`src/logic/core_pkg.sv`:
```
// rv64i core types and encodings; only doubleword memory accesses, no csr or w-form opcodes.
`default_nettype none

package core_pkg;

  //////////////////////////////////////////////////
  // widths

  localparam int XLEN = 64;

  typedef logic [XLEN-1:0] xlen_t;   // register value.
  typedef logic [XLEN-1:0] addr_t;   // byte address.
  typedef logic [31:0]     inst_t;   // instruction word.
  typedef logic [4:0]      reg_idx_t;

  localparam addr_t RESET_PC = '0;

  //////////////////////////////////////////////////
  // major opcodes

  localparam logic [6:0] OP_IMM = 7'b0010011;
  localparam logic [6:0] OP     = 7'b0110011;
  localparam logic [6:0] LUI    = 7'b0110111;
  localparam logic [6:0] AUIPC  = 7'b0010111;
  localparam logic [6:0] JAL    = 7'b1101111;
  localparam logic [6:0] JALR   = 7'b1100111;
  localparam logic [6:0] BRANCH = 7'b1100011;
  localparam logic [6:0] LOAD   = 7'b0000011;
  localparam logic [6:0] STORE  = 7'b0100011;
  localparam logic [6:0] SYSTEM = 7'b1110011;

  //////////////////////////////////////////////////
  // control encodings

  typedef enum logic [2:0] {
    ALU_ADD, ALU_SUB, ALU_AND, ALU_OR, ALU_XOR, ALU_SLT, ALU_SLTU, ALU_PASS_B
  } alu_op_e;

  typedef enum logic [2:0] {
    BR_NONE, BR_EQ, BR_NE, BR_LT, BR_GE, BR_JUMP
  } br_cond_e;

  typedef enum logic [1:0] {
    WB_ALU, WB_PC4, WB_LOAD
  } wb_sel_e;

  typedef enum logic [1:0] {
    ST_RUN, ST_WAIT_MEM, ST_HALTED
  } retire_state_e;

endpackage

`default_nettype wire

```
`src/logic/decode_unit.sv`:
```
// decodes the supported rv64i subset only; anything else is flagged illegal and requests a halt.
`default_nettype none
`timescale 1ns/100ps

module decode_unit import core_pkg::*; (
  input  wire         i_clk,
  input  wire         i_arst_n,
  input  inst_t       i_inst,
  input  wire         i_we,
  input  reg_idx_t    i_wr_idx,
  input  xlen_t       i_wr_data,
  output xlen_t       o_rs1_data,
  output xlen_t       o_rs2_data,
  output xlen_t       o_imm,
  output reg_idx_t    o_rd,
  output alu_op_e     o_alu_op,
  output logic        o_a_is_pc,
  output logic        o_b_is_imm,
  output br_cond_e    o_br_cond,
  output logic        o_jalr,
  output wb_sel_e     o_wb_sel,
  output logic        o_rd_we,
  output logic        o_load,
  output logic        o_store,
  output logic        o_halt_req,
  output logic        o_illegal
);

  xlen_t      regs [32];
  reg_idx_t   rs1, rs2;
  logic [2:0] funct3;
  logic [6:0] funct7;
  logic       rd_we_raw;

  assign rs1    = i_inst[19:15];
  assign rs2    = i_inst[24:20];
  assign o_rd   = i_inst[11:7];
  assign funct3 = i_inst[14:12];
  assign funct7 = i_inst[31:25];

  //////////////////////////////////////////////////
  // register file

  always_ff @(posedge i_clk) begin
    if (i_we && i_wr_idx != '0) regs[i_wr_idx] <= i_wr_data;
  end

  assign o_rs1_data = (rs1 == '0) ? '0 : regs[rs1];   // x0 is hardwired to zero.
  assign o_rs2_data = (rs2 == '0) ? '0 : regs[rs2];

  //////////////////////////////////////////////////
  // control decode

  always_comb begin
    o_imm      = '0;
    o_alu_op   = ALU_ADD;
    o_a_is_pc  = 1'b0;
    o_b_is_imm = 1'b0;
    o_br_cond  = BR_NONE;
    o_jalr     = 1'b0;
    o_wb_sel   = WB_ALU;
    rd_we_raw  = 1'b0;
    o_load     = 1'b0;
    o_store    = 1'b0;
    o_halt_req = 1'b0;
    o_illegal  = 1'b0;
    case (i_inst[6:0])
      OP_IMM: begin
        o_imm      = {{52{i_inst[31]}}, i_inst[31:20]};
        o_b_is_imm = 1'b1;
        rd_we_raw  = 1'b1;
        o_illegal  = funct3 != 3'b000;   // only addi.
      end
      OP: begin
        rd_we_raw = 1'b1;
        case ({funct7, funct3})
          {7'h00, 3'b000}: o_alu_op = ALU_ADD;
          {7'h20, 3'b000}: o_alu_op = ALU_SUB;
          {7'h00, 3'b111}: o_alu_op = ALU_AND;
          {7'h00, 3'b110}: o_alu_op = ALU_OR;
          {7'h00, 3'b100}: o_alu_op = ALU_XOR;
          {7'h00, 3'b010}: o_alu_op = ALU_SLT;
          {7'h00, 3'b011}: o_alu_op = ALU_SLTU;
          default:         o_illegal = 1'b1;
        endcase
      end
      LUI: begin
        o_imm      = {{32{i_inst[31]}}, i_inst[31:12], 12'b0};
        o_alu_op   = ALU_PASS_B;
        o_b_is_imm = 1'b1;
        rd_we_raw  = 1'b1;
      end
      AUIPC: begin
        o_imm      = {{32{i_inst[31]}}, i_inst[31:12], 12'b0};
        o_a_is_pc  = 1'b1;
        o_b_is_imm = 1'b1;
        rd_we_raw  = 1'b1;
      end
      JAL: begin
        o_imm     = {{43{i_inst[31]}}, i_inst[31], i_inst[19:12], i_inst[20],
                     i_inst[30:21], 1'b0};
        o_br_cond = BR_JUMP;
        o_wb_sel  = WB_PC4;
        rd_we_raw = 1'b1;
      end
      JALR: begin
        o_imm     = {{52{i_inst[31]}}, i_inst[31:20]};
        o_br_cond = BR_JUMP;
        o_jalr    = 1'b1;
        o_wb_sel  = WB_PC4;
        rd_we_raw = 1'b1;
        o_illegal = funct3 != 3'b000;
      end
      BRANCH: begin
        o_imm = {{51{i_inst[31]}}, i_inst[31], i_inst[7], i_inst[30:25],
                 i_inst[11:8], 1'b0};
        case (funct3)
          3'b000:  o_br_cond = BR_EQ;
          3'b001:  o_br_cond = BR_NE;
          3'b100:  o_br_cond = BR_LT;
          3'b101:  o_br_cond = BR_GE;
          default: o_illegal = 1'b1;
        endcase
      end
      LOAD: begin
        o_imm      = {{52{i_inst[31]}}, i_inst[31:20]};
        o_b_is_imm = 1'b1;
        o_wb_sel   = WB_LOAD;
        rd_we_raw  = 1'b1;
        o_load     = 1'b1;
        o_illegal  = funct3 != 3'b011;   // ld only.
      end
      STORE: begin
        o_imm      = {{52{i_inst[31]}}, i_inst[31:25], i_inst[11:7]};
        o_b_is_imm = 1'b1;
        o_store    = 1'b1;
        o_illegal  = funct3 != 3'b011;   // sd only.
      end
      SYSTEM: begin
        o_halt_req = 1'b1;
        o_illegal  = i_inst != 32'h0010_0073;   // ebreak is the only legal one.
      end
      default: o_illegal = 1'b1;
    endcase
    if (o_illegal) begin   // an illegal word must not touch state.
      rd_we_raw  = 1'b0;
      o_load     = 1'b0;
      o_store    = 1'b0;
      o_br_cond  = BR_NONE;
      o_halt_req = 1'b1;
    end
  end

  assign o_rd_we = rd_we_raw && o_rd != '0;

  a_load_store_excl: assert property (@(posedge i_clk) disable iff (!i_arst_n)
    !(o_load && o_store));

endmodule

`default_nettype wire

```
`src/logic/alu_unit.sv`:
```
// 64-bit integer alu for the supported subset; no shifts and no word-size results.
`default_nettype none
`timescale 1ns/100ps

module alu_unit import core_pkg::*; (
  input  xlen_t   i_rs1_data,
  input  xlen_t   i_rs2_data,
  input  xlen_t   i_imm,
  input  xlen_t   i_pc,
  input  alu_op_e i_alu_op,
  input  wire     i_a_is_pc,
  input  wire     i_b_is_imm,
  output xlen_t   o_result
);

  xlen_t op_a, op_b;

  assign op_a = i_a_is_pc  ? i_pc  : i_rs1_data;   // auipc adds to the pc.
  assign op_b = i_b_is_imm ? i_imm : i_rs2_data;

  always_comb begin
    case (i_alu_op)
      ALU_ADD:    o_result = op_a + op_b;
      ALU_SUB:    o_result = op_a - op_b;
      ALU_AND:    o_result = op_a & op_b;
      ALU_OR:     o_result = op_a | op_b;
      ALU_XOR:    o_result = op_a ^ op_b;
      ALU_SLT:    o_result = {63'b0, $signed(op_a) < $signed(op_b)};
      ALU_SLTU:   o_result = {63'b0, op_a < op_b};
      ALU_PASS_B: o_result = op_b;
      default:    o_result = '0;
    endcase
  end

endmodule

`default_nettype wire

```
`src/logic/branch_unit.sv`:
```
// branch resolution for beq, bne, blt, bge, jal and jalr; unsigned branches are not supported.
`default_nettype none
`timescale 1ns/100ps

module branch_unit import core_pkg::*; (
  input  xlen_t    i_rs1_data,
  input  xlen_t    i_rs2_data,
  input  xlen_t    i_imm,
  input  addr_t    i_pc,
  input  br_cond_e i_br_cond,
  input  wire      i_jalr,
  output logic     o_taken,
  output addr_t    o_target
);

  logic  equal, less;
  addr_t jalr_sum;

  assign equal    = i_rs1_data == i_rs2_data;
  assign less     = $signed(i_rs1_data) < $signed(i_rs2_data);
  assign jalr_sum = i_rs1_data + i_imm;

  always_comb begin
    case (i_br_cond)
      BR_EQ:   o_taken = equal;
      BR_NE:   o_taken = !equal;
      BR_LT:   o_taken = less;
      BR_GE:   o_taken = !less;
      BR_JUMP: o_taken = 1'b1;
      default: o_taken = 1'b0;
    endcase
  end

  assign o_target = i_jalr ? {jalr_sum[63:1], 1'b0} : i_pc + i_imm;   // jalr drops bit 0.

endmodule

`default_nettype wire

```
`src/logic/lsu_axil.sv`:
```
// axi4-lite master, one doubleword transaction at a time; bresp and rresp are not checked.
`default_nettype none
`timescale 1ns/100ps

module lsu_axil import core_pkg::*; (
  input  wire        i_clk,
  input  wire        i_arst_n,
  input  wire        i_load,
  input  wire        i_store,
  input  addr_t      i_addr,
  input  xlen_t      i_wdata,
  output logic       o_done,
  output xlen_t      o_rdata,
  output logic       o_awvalid,
  input  wire        i_awready,
  output addr_t      o_awaddr,
  output logic       o_wvalid,
  input  wire        i_wready,
  output xlen_t      o_wdata,
  output logic [7:0] o_wstrb,
  input  wire        i_bvalid,
  output logic       o_bready,
  output logic       o_arvalid,
  input  wire        i_arready,
  output addr_t      o_araddr,
  input  wire        i_rvalid,
  output logic       o_rready,
  input  xlen_t      i_rdata
);

  typedef enum logic [1:0] {L_IDLE, L_STORE, L_LOAD} lsu_state_e;

  lsu_state_e state_q;
  logic       aw_done_q, w_done_q, ar_done_q;
  addr_t      addr_q;
  xlen_t      wdata_q;

  always_ff @(posedge i_clk or negedge i_arst_n) begin
    if (!i_arst_n) begin
      state_q   <= L_IDLE;
      aw_done_q <= 1'b0;
      w_done_q  <= 1'b0;
      ar_done_q <= 1'b0;
    end else begin
      case (state_q)
        L_IDLE: begin
          aw_done_q <= 1'b0;
          w_done_q  <= 1'b0;
          ar_done_q <= 1'b0;
          if (i_store)     state_q <= L_STORE;
          else if (i_load) state_q <= L_LOAD;
        end
        L_STORE: begin
          if (o_awvalid && i_awready) aw_done_q <= 1'b1;   // aw and w may finish apart.
          if (o_wvalid && i_wready)   w_done_q  <= 1'b1;
          if (i_bvalid)               state_q   <= L_IDLE;
        end
        L_LOAD: begin
          if (o_arvalid && i_arready) ar_done_q <= 1'b1;
          if (i_rvalid)               state_q   <= L_IDLE;
        end
        default: state_q <= L_IDLE;
      endcase
    end
  end

  always_ff @(posedge i_clk) begin
    if (state_q == L_IDLE) begin   // payload held for the whole transaction.
      addr_q  <= i_addr;
      wdata_q <= i_wdata;
    end
  end

  assign o_awvalid = state_q == L_STORE && !aw_done_q;
  assign o_wvalid  = state_q == L_STORE && !w_done_q;
  assign o_bready  = state_q == L_STORE;
  assign o_arvalid = state_q == L_LOAD && !ar_done_q;
  assign o_rready  = state_q == L_LOAD;
  assign o_awaddr  = addr_q;
  assign o_araddr  = addr_q;
  assign o_wdata   = wdata_q;
  assign o_wstrb   = 8'hff;
  assign o_rdata   = i_rdata;
  assign o_done    = (state_q == L_STORE && i_bvalid) || (state_q == L_LOAD && i_rvalid);

  // a valid that has been raised stays up until its handshake.
  a_aw_hold: assert property (@(posedge i_clk) disable iff (!i_arst_n)
    o_awvalid && !i_awready |=> o_awvalid);
  a_w_hold: assert property (@(posedge i_clk) disable iff (!i_arst_n)
    o_wvalid && !i_wready |=> o_wvalid);
  a_ar_hold: assert property (@(posedge i_clk) disable iff (!i_arst_n)
    o_arvalid && !i_arready |=> o_arvalid);

endmodule

`default_nettype wire

```
`src/logic/retire_unit.sv`:
```
// single-issue retire; memory ops stall the pc until the lsu answers, halt is sticky until reset.
`default_nettype none
`timescale 1ns/100ps

module retire_unit import core_pkg::*; (
  input  wire      i_clk,
  input  wire      i_arst_n,
  input  xlen_t    i_alu_result,
  input  wire      i_taken,
  input  addr_t    i_target,
  input  wb_sel_e  i_wb_sel,
  input  reg_idx_t i_rd,
  input  wire      i_rd_we,
  input  wire      i_mem_op,
  input  wire      i_lsu_done,
  input  xlen_t    i_lsu_rdata,
  input  wire      i_halt_req,
  input  wire      i_illegal,
  output addr_t    o_pc,
  output logic     o_mem_go,
  output logic     o_rf_we,
  output reg_idx_t o_rf_idx,
  output xlen_t    o_rf_data,
  output logic     o_commit_valid,
  output addr_t    o_commit_pc,
  output reg_idx_t o_commit_rd,
  output logic     o_commit_we,
  output xlen_t    o_commit_data,
  output logic     o_halt,
  output logic     o_illegal
);

  retire_state_e state_q;
  addr_t         pc_q, pc_plus4;
  logic          illegal_q, commit;
  xlen_t         wb_data;

  assign pc_plus4 = pc_q + 64'd4;
  assign o_mem_go = state_q == ST_RUN && i_mem_op;   // one issue per memory instruction.
  assign commit   = i_arst_n && ((state_q == ST_RUN && !i_mem_op) ||
                                 (state_q == ST_WAIT_MEM && i_lsu_done));   // nothing retires in reset.

  always_comb begin
    case (i_wb_sel)
      WB_PC4:  wb_data = pc_plus4;   // link value.
      WB_LOAD: wb_data = i_lsu_rdata;
      default: wb_data = i_alu_result;
    endcase
  end

  //////////////////////////////////////////////////
  // state and pc

  always_ff @(posedge i_clk or negedge i_arst_n) begin
    if (!i_arst_n) begin
      state_q   <= ST_RUN;
      pc_q      <= RESET_PC;
      illegal_q <= 1'b0;
    end else begin
      case (state_q)
        ST_RUN: begin
          if (i_halt_req) begin
            state_q   <= ST_HALTED;
            illegal_q <= i_illegal;
          end else if (i_mem_op) begin
            state_q <= ST_WAIT_MEM;
          end else begin
            pc_q <= i_taken ? i_target : pc_plus4;
          end
        end
        ST_WAIT_MEM: begin
          if (i_lsu_done) begin
            state_q <= ST_RUN;
            pc_q    <= pc_plus4;
          end
        end
        default: state_q <= ST_HALTED;
      endcase
    end
  end

  assign o_pc           = pc_q;
  assign o_rf_we        = commit && i_rd_we;
  assign o_rf_idx       = i_rd;
  assign o_rf_data      = wb_data;
  assign o_commit_valid = commit;
  assign o_commit_pc    = pc_q;
  assign o_commit_rd    = i_rd;
  assign o_commit_we    = o_rf_we;
  assign o_commit_data  = o_rf_we ? wb_data : '0;
  assign o_halt         = state_q == ST_HALTED;
  assign o_illegal      = illegal_q;

  // once halted the core stays halted and retires nothing more.
  a_halt_quiet: assert property (@(posedge i_clk) disable iff (!i_arst_n)
    o_halt |=> o_halt && !o_commit_valid);

endmodule

`default_nettype wire

```
`src/logic/npc_core.sv`:
```
// core top; the instruction port is read combinationally and the data port is axi4-lite.
`default_nettype none
`timescale 1ns/100ps

module npc_core import core_pkg::*; (
  input  wire        i_clk,
  input  wire        i_arst_n,
  output addr_t      o_imem_addr,
  input  inst_t      i_imem_data,
  output logic       o_awvalid,
  input  wire        i_awready,
  output addr_t      o_awaddr,
  output logic       o_wvalid,
  input  wire        i_wready,
  output xlen_t      o_wdata,
  output logic [7:0] o_wstrb,
  input  wire        i_bvalid,
  output logic       o_bready,
  output logic       o_arvalid,
  input  wire        i_arready,
  output addr_t      o_araddr,
  input  wire        i_rvalid,
  output logic       o_rready,
  input  xlen_t      i_rdata,
  output logic       o_commit_valid,
  output addr_t      o_commit_pc,
  output reg_idx_t   o_commit_rd,
  output logic       o_commit_we,
  output xlen_t      o_commit_data,
  output logic       o_halt,
  output logic       o_illegal
);

  addr_t    pc, target;
  xlen_t    rs1_data, rs2_data, imm, alu_result, lsu_rdata, rf_data;
  reg_idx_t rd, rf_idx;
  alu_op_e  alu_op;
  br_cond_e br_cond;
  wb_sel_e  wb_sel;
  logic     a_is_pc, b_is_imm, jalr, rd_we, load, store, halt_req, illegal;
  logic     taken, lsu_done, mem_go, rf_we;

  wire mem_op   = load | store;
  wire lsu_load = load & mem_go;   // the retire unit issues each request once.
  wire lsu_st   = store & mem_go;

  assign o_imem_addr = pc;

  decode_unit u_decode (
    .i_clk(i_clk), .i_arst_n(i_arst_n), .i_inst(i_imem_data),
    .i_we(rf_we), .i_wr_idx(rf_idx), .i_wr_data(rf_data),
    .o_rs1_data(rs1_data), .o_rs2_data(rs2_data), .o_imm(imm), .o_rd(rd),
    .o_alu_op(alu_op), .o_a_is_pc(a_is_pc), .o_b_is_imm(b_is_imm),
    .o_br_cond(br_cond), .o_jalr(jalr), .o_wb_sel(wb_sel), .o_rd_we(rd_we),
    .o_load(load), .o_store(store), .o_halt_req(halt_req), .o_illegal(illegal)
  );

  alu_unit u_alu (
    .i_rs1_data(rs1_data), .i_rs2_data(rs2_data), .i_imm(imm), .i_pc(pc),
    .i_alu_op(alu_op), .i_a_is_pc(a_is_pc), .i_b_is_imm(b_is_imm),
    .o_result(alu_result)
  );

  branch_unit u_branch (
    .i_rs1_data(rs1_data), .i_rs2_data(rs2_data), .i_imm(imm), .i_pc(pc),
    .i_br_cond(br_cond), .i_jalr(jalr), .o_taken(taken), .o_target(target)
  );

  lsu_axil u_lsu (
    .i_clk(i_clk), .i_arst_n(i_arst_n), .i_load(lsu_load), .i_store(lsu_st),
    .i_addr(alu_result), .i_wdata(rs2_data), .o_done(lsu_done), .o_rdata(lsu_rdata),
    .o_awvalid(o_awvalid), .i_awready(i_awready), .o_awaddr(o_awaddr),
    .o_wvalid(o_wvalid), .i_wready(i_wready), .o_wdata(o_wdata), .o_wstrb(o_wstrb),
    .i_bvalid(i_bvalid), .o_bready(o_bready),
    .o_arvalid(o_arvalid), .i_arready(i_arready), .o_araddr(o_araddr),
    .i_rvalid(i_rvalid), .o_rready(o_rready), .i_rdata(i_rdata)
  );

  retire_unit u_retire (
    .i_clk(i_clk), .i_arst_n(i_arst_n), .i_alu_result(alu_result),
    .i_taken(taken), .i_target(target), .i_wb_sel(wb_sel), .i_rd(rd),
    .i_rd_we(rd_we), .i_mem_op(mem_op), .i_lsu_done(lsu_done),
    .i_lsu_rdata(lsu_rdata), .i_halt_req(halt_req), .i_illegal(illegal),
    .o_pc(pc), .o_mem_go(mem_go), .o_rf_we(rf_we), .o_rf_idx(rf_idx),
    .o_rf_data(rf_data), .o_commit_valid(o_commit_valid), .o_commit_pc(o_commit_pc),
    .o_commit_rd(o_commit_rd), .o_commit_we(o_commit_we),
    .o_commit_data(o_commit_data), .o_halt(o_halt), .o_illegal(o_illegal)
  );

endmodule

`default_nettype wire

```
`config.mk`:
```
export PLATFORM = sky130hd
export DESIGN_NAME = npc_core
export DESIGN_NICKNAME = d
export VERILOG_FILES = /design/src/logic/core_pkg.sv /design/src/logic/decode_unit.sv /design/src/logic/alu_unit.sv /design/src/logic/branch_unit.sv /design/src/logic/lsu_axil.sv /design/src/logic/retire_unit.sv /design/src/logic/npc_core.sv
export SDC_FILE = /design/constraint.sdc
export NUM_CORES = 2
export LEC_CHECK = 0
export BUFFER_PORTS_ARGS = -buffer_cell sky130_fd_sc_hd__buf_4
export CAP_MARGIN = 20
export CORE_MARGIN = 2
export CORE_UTILIZATION = 60
export CTS_BUF_LIST = sky130_fd_sc_hd__clkbuf_8
export DETAILED_ROUTE_END_ITERATION = 16
export GPL_TIMING_DRIVEN = 1
export PLACE_DENSITY = 0.88
export SLEW_MARGIN = 20
export SYNTH_ARGS = -nofsm -noshare
export SYNTH_HDL_FRONTEND = slang
export SYNTH_HIERARCHICAL = 1
export SYNTH_SLANG_ARGS = --single-unit
export TNS_END_PERCENT = 10
```
`constraint.sdc`:
```
create_clock -name i_clk -period 11.5 [get_ports i_clk]
set_clock_uncertainty 0.2 [all_clocks]
set_input_delay 0.575 -clock i_clk [delete_from_list [all_inputs] [get_ports i_clk]]
set_output_delay 0.575 -clock i_clk [all_outputs]
set_load 0.02 [all_outputs]
```
==> results of run 1 <==
-- through the flow --
step                      util [%]  hold slack [ns]
after global placement       63.46           0.2595
after floorplan                  -          0.07941
after detailed placement     63.50           0.2681
after CTS                    66.64         0.006659
-- cells in the mapped netlist (62+ instances only) --
| master | n |
|---|---|
| clkbuf_1 | 328 |
| nor3_1 | 87 |
| o22a_1 | 94 |
| mux2i_1 | 606 |
| a21oi_1 | 537 |
| a31oi_1 | 70 |
| a221oi_1 | 73 |
| o21bai_1 | 62 |
| a22oi_1 | 103 |
| o22ai_1 | 71 |
| buf_4 | 300 |
| buf_2 | 164 |
| o21ai_0 | 410 |
| ha_1 | 384 |
| a211oi_1 | 72 |
| nand4_1 | 101 |
| xnor2_1 | 115 |
| nand3_1 | 158 |
| dfrtp_1 | 72 |
| nand2_1 | 490 |
| nor4_1 | 71 |
| xor2_1 | 71 |
| o221ai_1 | 105 |
| and2_1 | 74 |
| nor2_1 | 433 |
| inv_1 | 331 |
| nor2b_1 | 90 |
| a21o_1 | 165 |
| edfxtp_1 | 2176 |
| mux4_2 | 950 |
-- per-layer routing --
layer / GRT overflow / track usage [%]
met1: 1 / 74.29
met2: 21 / 84.95
met3: 1 / 59.16
met4: 22 / 64.99
met5: 0 / 43.98
-- cells by family after synthesis --
kind of cell	after synthesis	synth area share (%)
buffers and inverters	1246	5.020
adder cells (fa/ha/maj)	388	3.726
multiplexers	1619	21.53
other	2	0.005728
flip-flops	2248	51.21
XOR/XNOR	186	1.243
AO/OA/AOI/OAI	2143	10.89
AND/OR/NAND/NOR	1714	6.371
==> flow_summary.ini, run 1 <==
[logic_synthesis]
synth_area_leaders = edfxtp_1 (50%), mux4_2 (16%), mux2i_1 (4.6%)
syn_inst = 9546
synth_top_area_share_pct = 49.84
async_reset_ff_share_pct = 3.203
ys_warn_count = 6
synth_top_area_cell = edfxtp_1
ys_seq_elements = 2248
synth_top_flop_cell = edfxtp_1
synth_cell_type_count = 122
avgSynthCellArea_um2 = 13.73
synth_seq_area_share_pct = 51.21
synth_edf_count = 2176
syn_area_um2 = 131100

[placed_design]
place.gp.congestion = 1.044
dpl-instance-area_um2 = 137900
post-place-ws_ns = 1.278
place_inst = 12490
place_hpwl_mm = 405.6
portBuffers = 500

[clock_network]
numCtsBuffers = 370
cts_root_buf = clkbuf_8
cts_resized = 0
clock-sinks = 2248
cts-htree-levels = 5
cts_hold_buf = 14
ctsLongestPathBuffers = 4
cts_setup_buffers = 0

[grt]
grt_max_degree = 130
antenna_found_initial = 98
grt.overflow.total = 45
groute.usage.overall_pct = 71.89

[floorplan]
num_rows = 171
chipHeight_um = 471.4
die_w_um = 471.4
initial_core_util_pct = 60.37
ios = 509

[outcome]
error_message = [ERROR GRT-0232] Routing congestion too high. Check the congestion heatmap in the GUI.
failed_stage = global routing (5_1_grt)
status = stopped before the end
==> inputs of run 2 (changes only) <==
--- a/config.mk
+++ b/config.mk
@@ -8,11 +8,10 @@
 export BUFFER_PORTS_ARGS = -buffer_cell sky130_fd_sc_hd__buf_4
 export CAP_MARGIN = 20
 export CORE_MARGIN = 2
-export CORE_UTILIZATION = 60
-export CTS_BUF_LIST = sky130_fd_sc_hd__clkbuf_8
+export CORE_UTILIZATION = 40
 export DETAILED_ROUTE_END_ITERATION = 16
 export GPL_TIMING_DRIVEN = 1
-export PLACE_DENSITY = 0.88
+export PLACE_DENSITY_LB_ADDON = 0.15
 export SLEW_MARGIN = 20
 export SYNTH_ARGS = -nofsm -noshare
 export SYNTH_HDL_FRONTEND = slang
==> flow_summary.ini, run 2 <==
[layout]
nNetsFinal = 10430
syn_to_final_growth_pct = 13.51
layout_common_cells = edfxtp_1 (2,176), mux4_2 (950), buf_4 (906), mux2i_1 (606), a21oi_1 (532)
top_register = u_decode/regs
final_common_cell = edfxtp_1
fin_cells = 14500
fillers = 28950
drive_above_1_share_pct = 25.26
largest_reg_flops = 2048

[grt]
groute.usage.overall_pct = 34.35
antenna_found_initial = 42
grt.overflow.total = 0
grt_max_degree = 114
grt_first_pass_wirelength_mm = 788.2
grt_pass1_vias = 94110

[worst_setup_path]
cp-start-kind = input port
crit_fanout = 46
end_kind = primary output
worstPathRequired_ns = 10.73
arrival_ns = 9.36
r2r_slack_ns = 3.18
crit_type = input port to primary output
worst_r2r_endpoint = u_decode/regs[6][63]
reg2regPathDepth = 22
r2r-start = u_decode/regs[4][1]

[sta]
slew_viol_final = 0
rsz0062_at_grt = no
fin_crit_ns = 10.13
timing.slew.headroom_pct = 11.08
fin_setup_tns_ns = 0
setup_violations = 0
period_share_pct = 88.09
hold_viol = 0
tightest_slew_ns = 1.323
fmax_mhz = 98.71

[route]
dr.pass1.iters = 8
drc = 0
viasPerCell = 6.723
wl_mm = 586.6
vias = 97500
drt-wirelength-per-cell_um = 40.44
postRouteAntennaNets = 0
drt_iter0_drc = 14130

[logic_synthesis]
synth_top_area_cell = edfxtp_1
syn_inst = 9546
synth_top_area_share_pct = 49.84
synth_cell_type_count = 122
avgSynthCellArea_um2 = 13.73
syn_area_um2 = 131100
ys_warn_count = 6
synth_area_leaders = edfxtp_1 (50%), mux4_2 (16%), mux2i_1 (4.6%)
yosysMostFrequentCell = edfxtp_1
synth_common_cells = edfxtp_1 (2,176), mux4_2 (950), mux2i_1 (606), a21oi_1 (537), nand2_1 (490)
synth_edf_count = 2176
ys_seq_elements = 2248
synth_seq_area_share_pct = 51.21
synth_top_flop_cell = edfxtp_1
async_reset_ff_share_pct = 3.203

[outcome]
status = completed

[floorplan]
die_area_um2 = 332400
initial_core_util_pct = 40.14
num_rows = 210
die_w_um = 576.5
ios = 509
chipHeight_um = 576.5
design.core.area_um2 = 326600

[clock_network]
clkTransAtPathRegs_ns = 0.06
clkLatencyLatePin_ns = 0.90
cts-htree-levels = 5
cts_tree = done
numCtsBuffers = 263
cts_root_buf = clkbuf_16
clock-sinks = 2248
ctsLongestPathBuffers = 4

[placed_design]
portBuffers = 500
place_inst = 14010
place_hpwl_mm = 390.3
place.gp.congestion = 0.9763

[power]
p_leak_uw = 0.05286
power.total_uw = 24890
power_per_cell_area_nw_per_um2 = 167.2
irDropWorstVdd_mv = 0.1061

[flow_run]
max-cap-violations = 0

[min_path]
hold_path.class = input port to asynchronous set/reset pin
[run 2: cell counts after synthesis]
No cell type changed its count.
[run 2: layer usage]
metal  wire [um]  up-vias  global-route usage [%]
li1            -    38750                       -
met3       59870     1174                   7.117
met5          69        -                       0
met1      231700    51260                   46.59
met2      261500     6309                   52.52
met4       33450        8                   16.96
[run 2: worst max-delay path by stage]
stage	from	endpoint	slack (ns)	depth (start not counted)
detailed placement	i_imem_data[15]	u_retire/o_commit_pc[58]	1.41	22
global placement	i_imem_data[15]	u_retire/o_commit_pc[58]	1.34	21
global route	i_imem_data[15]	o_commit_data[29]	1.27	24
CTS	i_imem_data[15]	o_commit_data[29]	1.58	25
floorplan	i_imem_data[6]	o_commit_data[30]	4.05	21
finish	i_imem_data[16]	o_commit_data[29]	1.37	23
[run 2: logic make-up (layout without fill, tap and decap cells)]
family | Yosys count | count (layout) | share of synthesized area (%)
XOR/XNOR | 186 | 186 | 1.243
AND/OR/NAND/NOR | 1714 | 1714 | 6.371
adder cells (fa/ha/maj) | 388 | 388 | 3.726
AO/OA/AOI/OAI | 2143 | 2143 | 10.89
buffers and inverters | 1246 | 1765 | 5.020
flip-flops | 2248 | 2248 | 51.21
multiplexers | 1619 | 1619 | 21.53
other | 2 | 94 | 0.005728
[run 2: per-stage QoR]
stage	utilization (%)	worst slack (ns)	instance area, um^2	hold slack [ns]
2_1_floorplan	-	4.054	131400	0.07941
3_5_place_dp	42.97	1.413	140300	0.2668
5_1_grt	45.55	1.270	148800	0.07934
4_1_cts	45.52	1.577	148700	0.03354
6_report	45.57	1.369	148800	0.08572
3_3_place_gp	42.94	1.343	140200	0.2617
[run 2: what timing repair did]
action                                 in CTS  in global routing
hold buffers                                7                  0
resized for setup                           0                  0
endpoints found under the hold margin      28                  0
setup buffers                               0                  0
[run 2: cell type report]
class | instances | area, um^2 | share of cell area, %
Sequential cell | 2248 | 67140 | 45.12
Multi-Input combinational cell | 6122 | 58690 | 39.44
Timing Repair Buffer | 968 | 7955 | 5.346
Clock buffer | 326 | 7082 | 4.759
Tap cell | 4346 | 5438 | 3.654
Inverter | 340 | 1276 | 0.8576
Clock inverter | 131 | 1175 | 0.7895
Antenna cell | 22 | 55.05 | 0.03699
[run 2: critical path, cell delays in order]
cell       delay [ns]
buf_8            0.18
or2_2            0.67
o21ai_4          0.74
buf_12           0.32
nor2_1           0.09
a31oi_1          0.24
o211ai_1         0.52
mux2i_1          0.62
inv_1            0.16
ha_1             0.27
a211oi_1         0.24
o21ai_0          0.31
o2111ai_1        0.71
a21oi_1          0.18
a21oi_1          0.52
o21bai_1         0.20
a21oi_1          0.48
o22ai_1          0.14
a221oi_1         0.97
a22oi_1          0.24
o21ai_2          0.23
and2_1           0.34
buf_4            0.19
[run 2: report_power, final]
part           total (uW)  leakage (uW)  internal (uW)  switching [uW]
Clock                8290       0.00404           4770            3510
Combinational        6240        0.0281           1820            4420
Sequential          10400        0.0208          10200             189
Power figures use the tool's default switching activity.
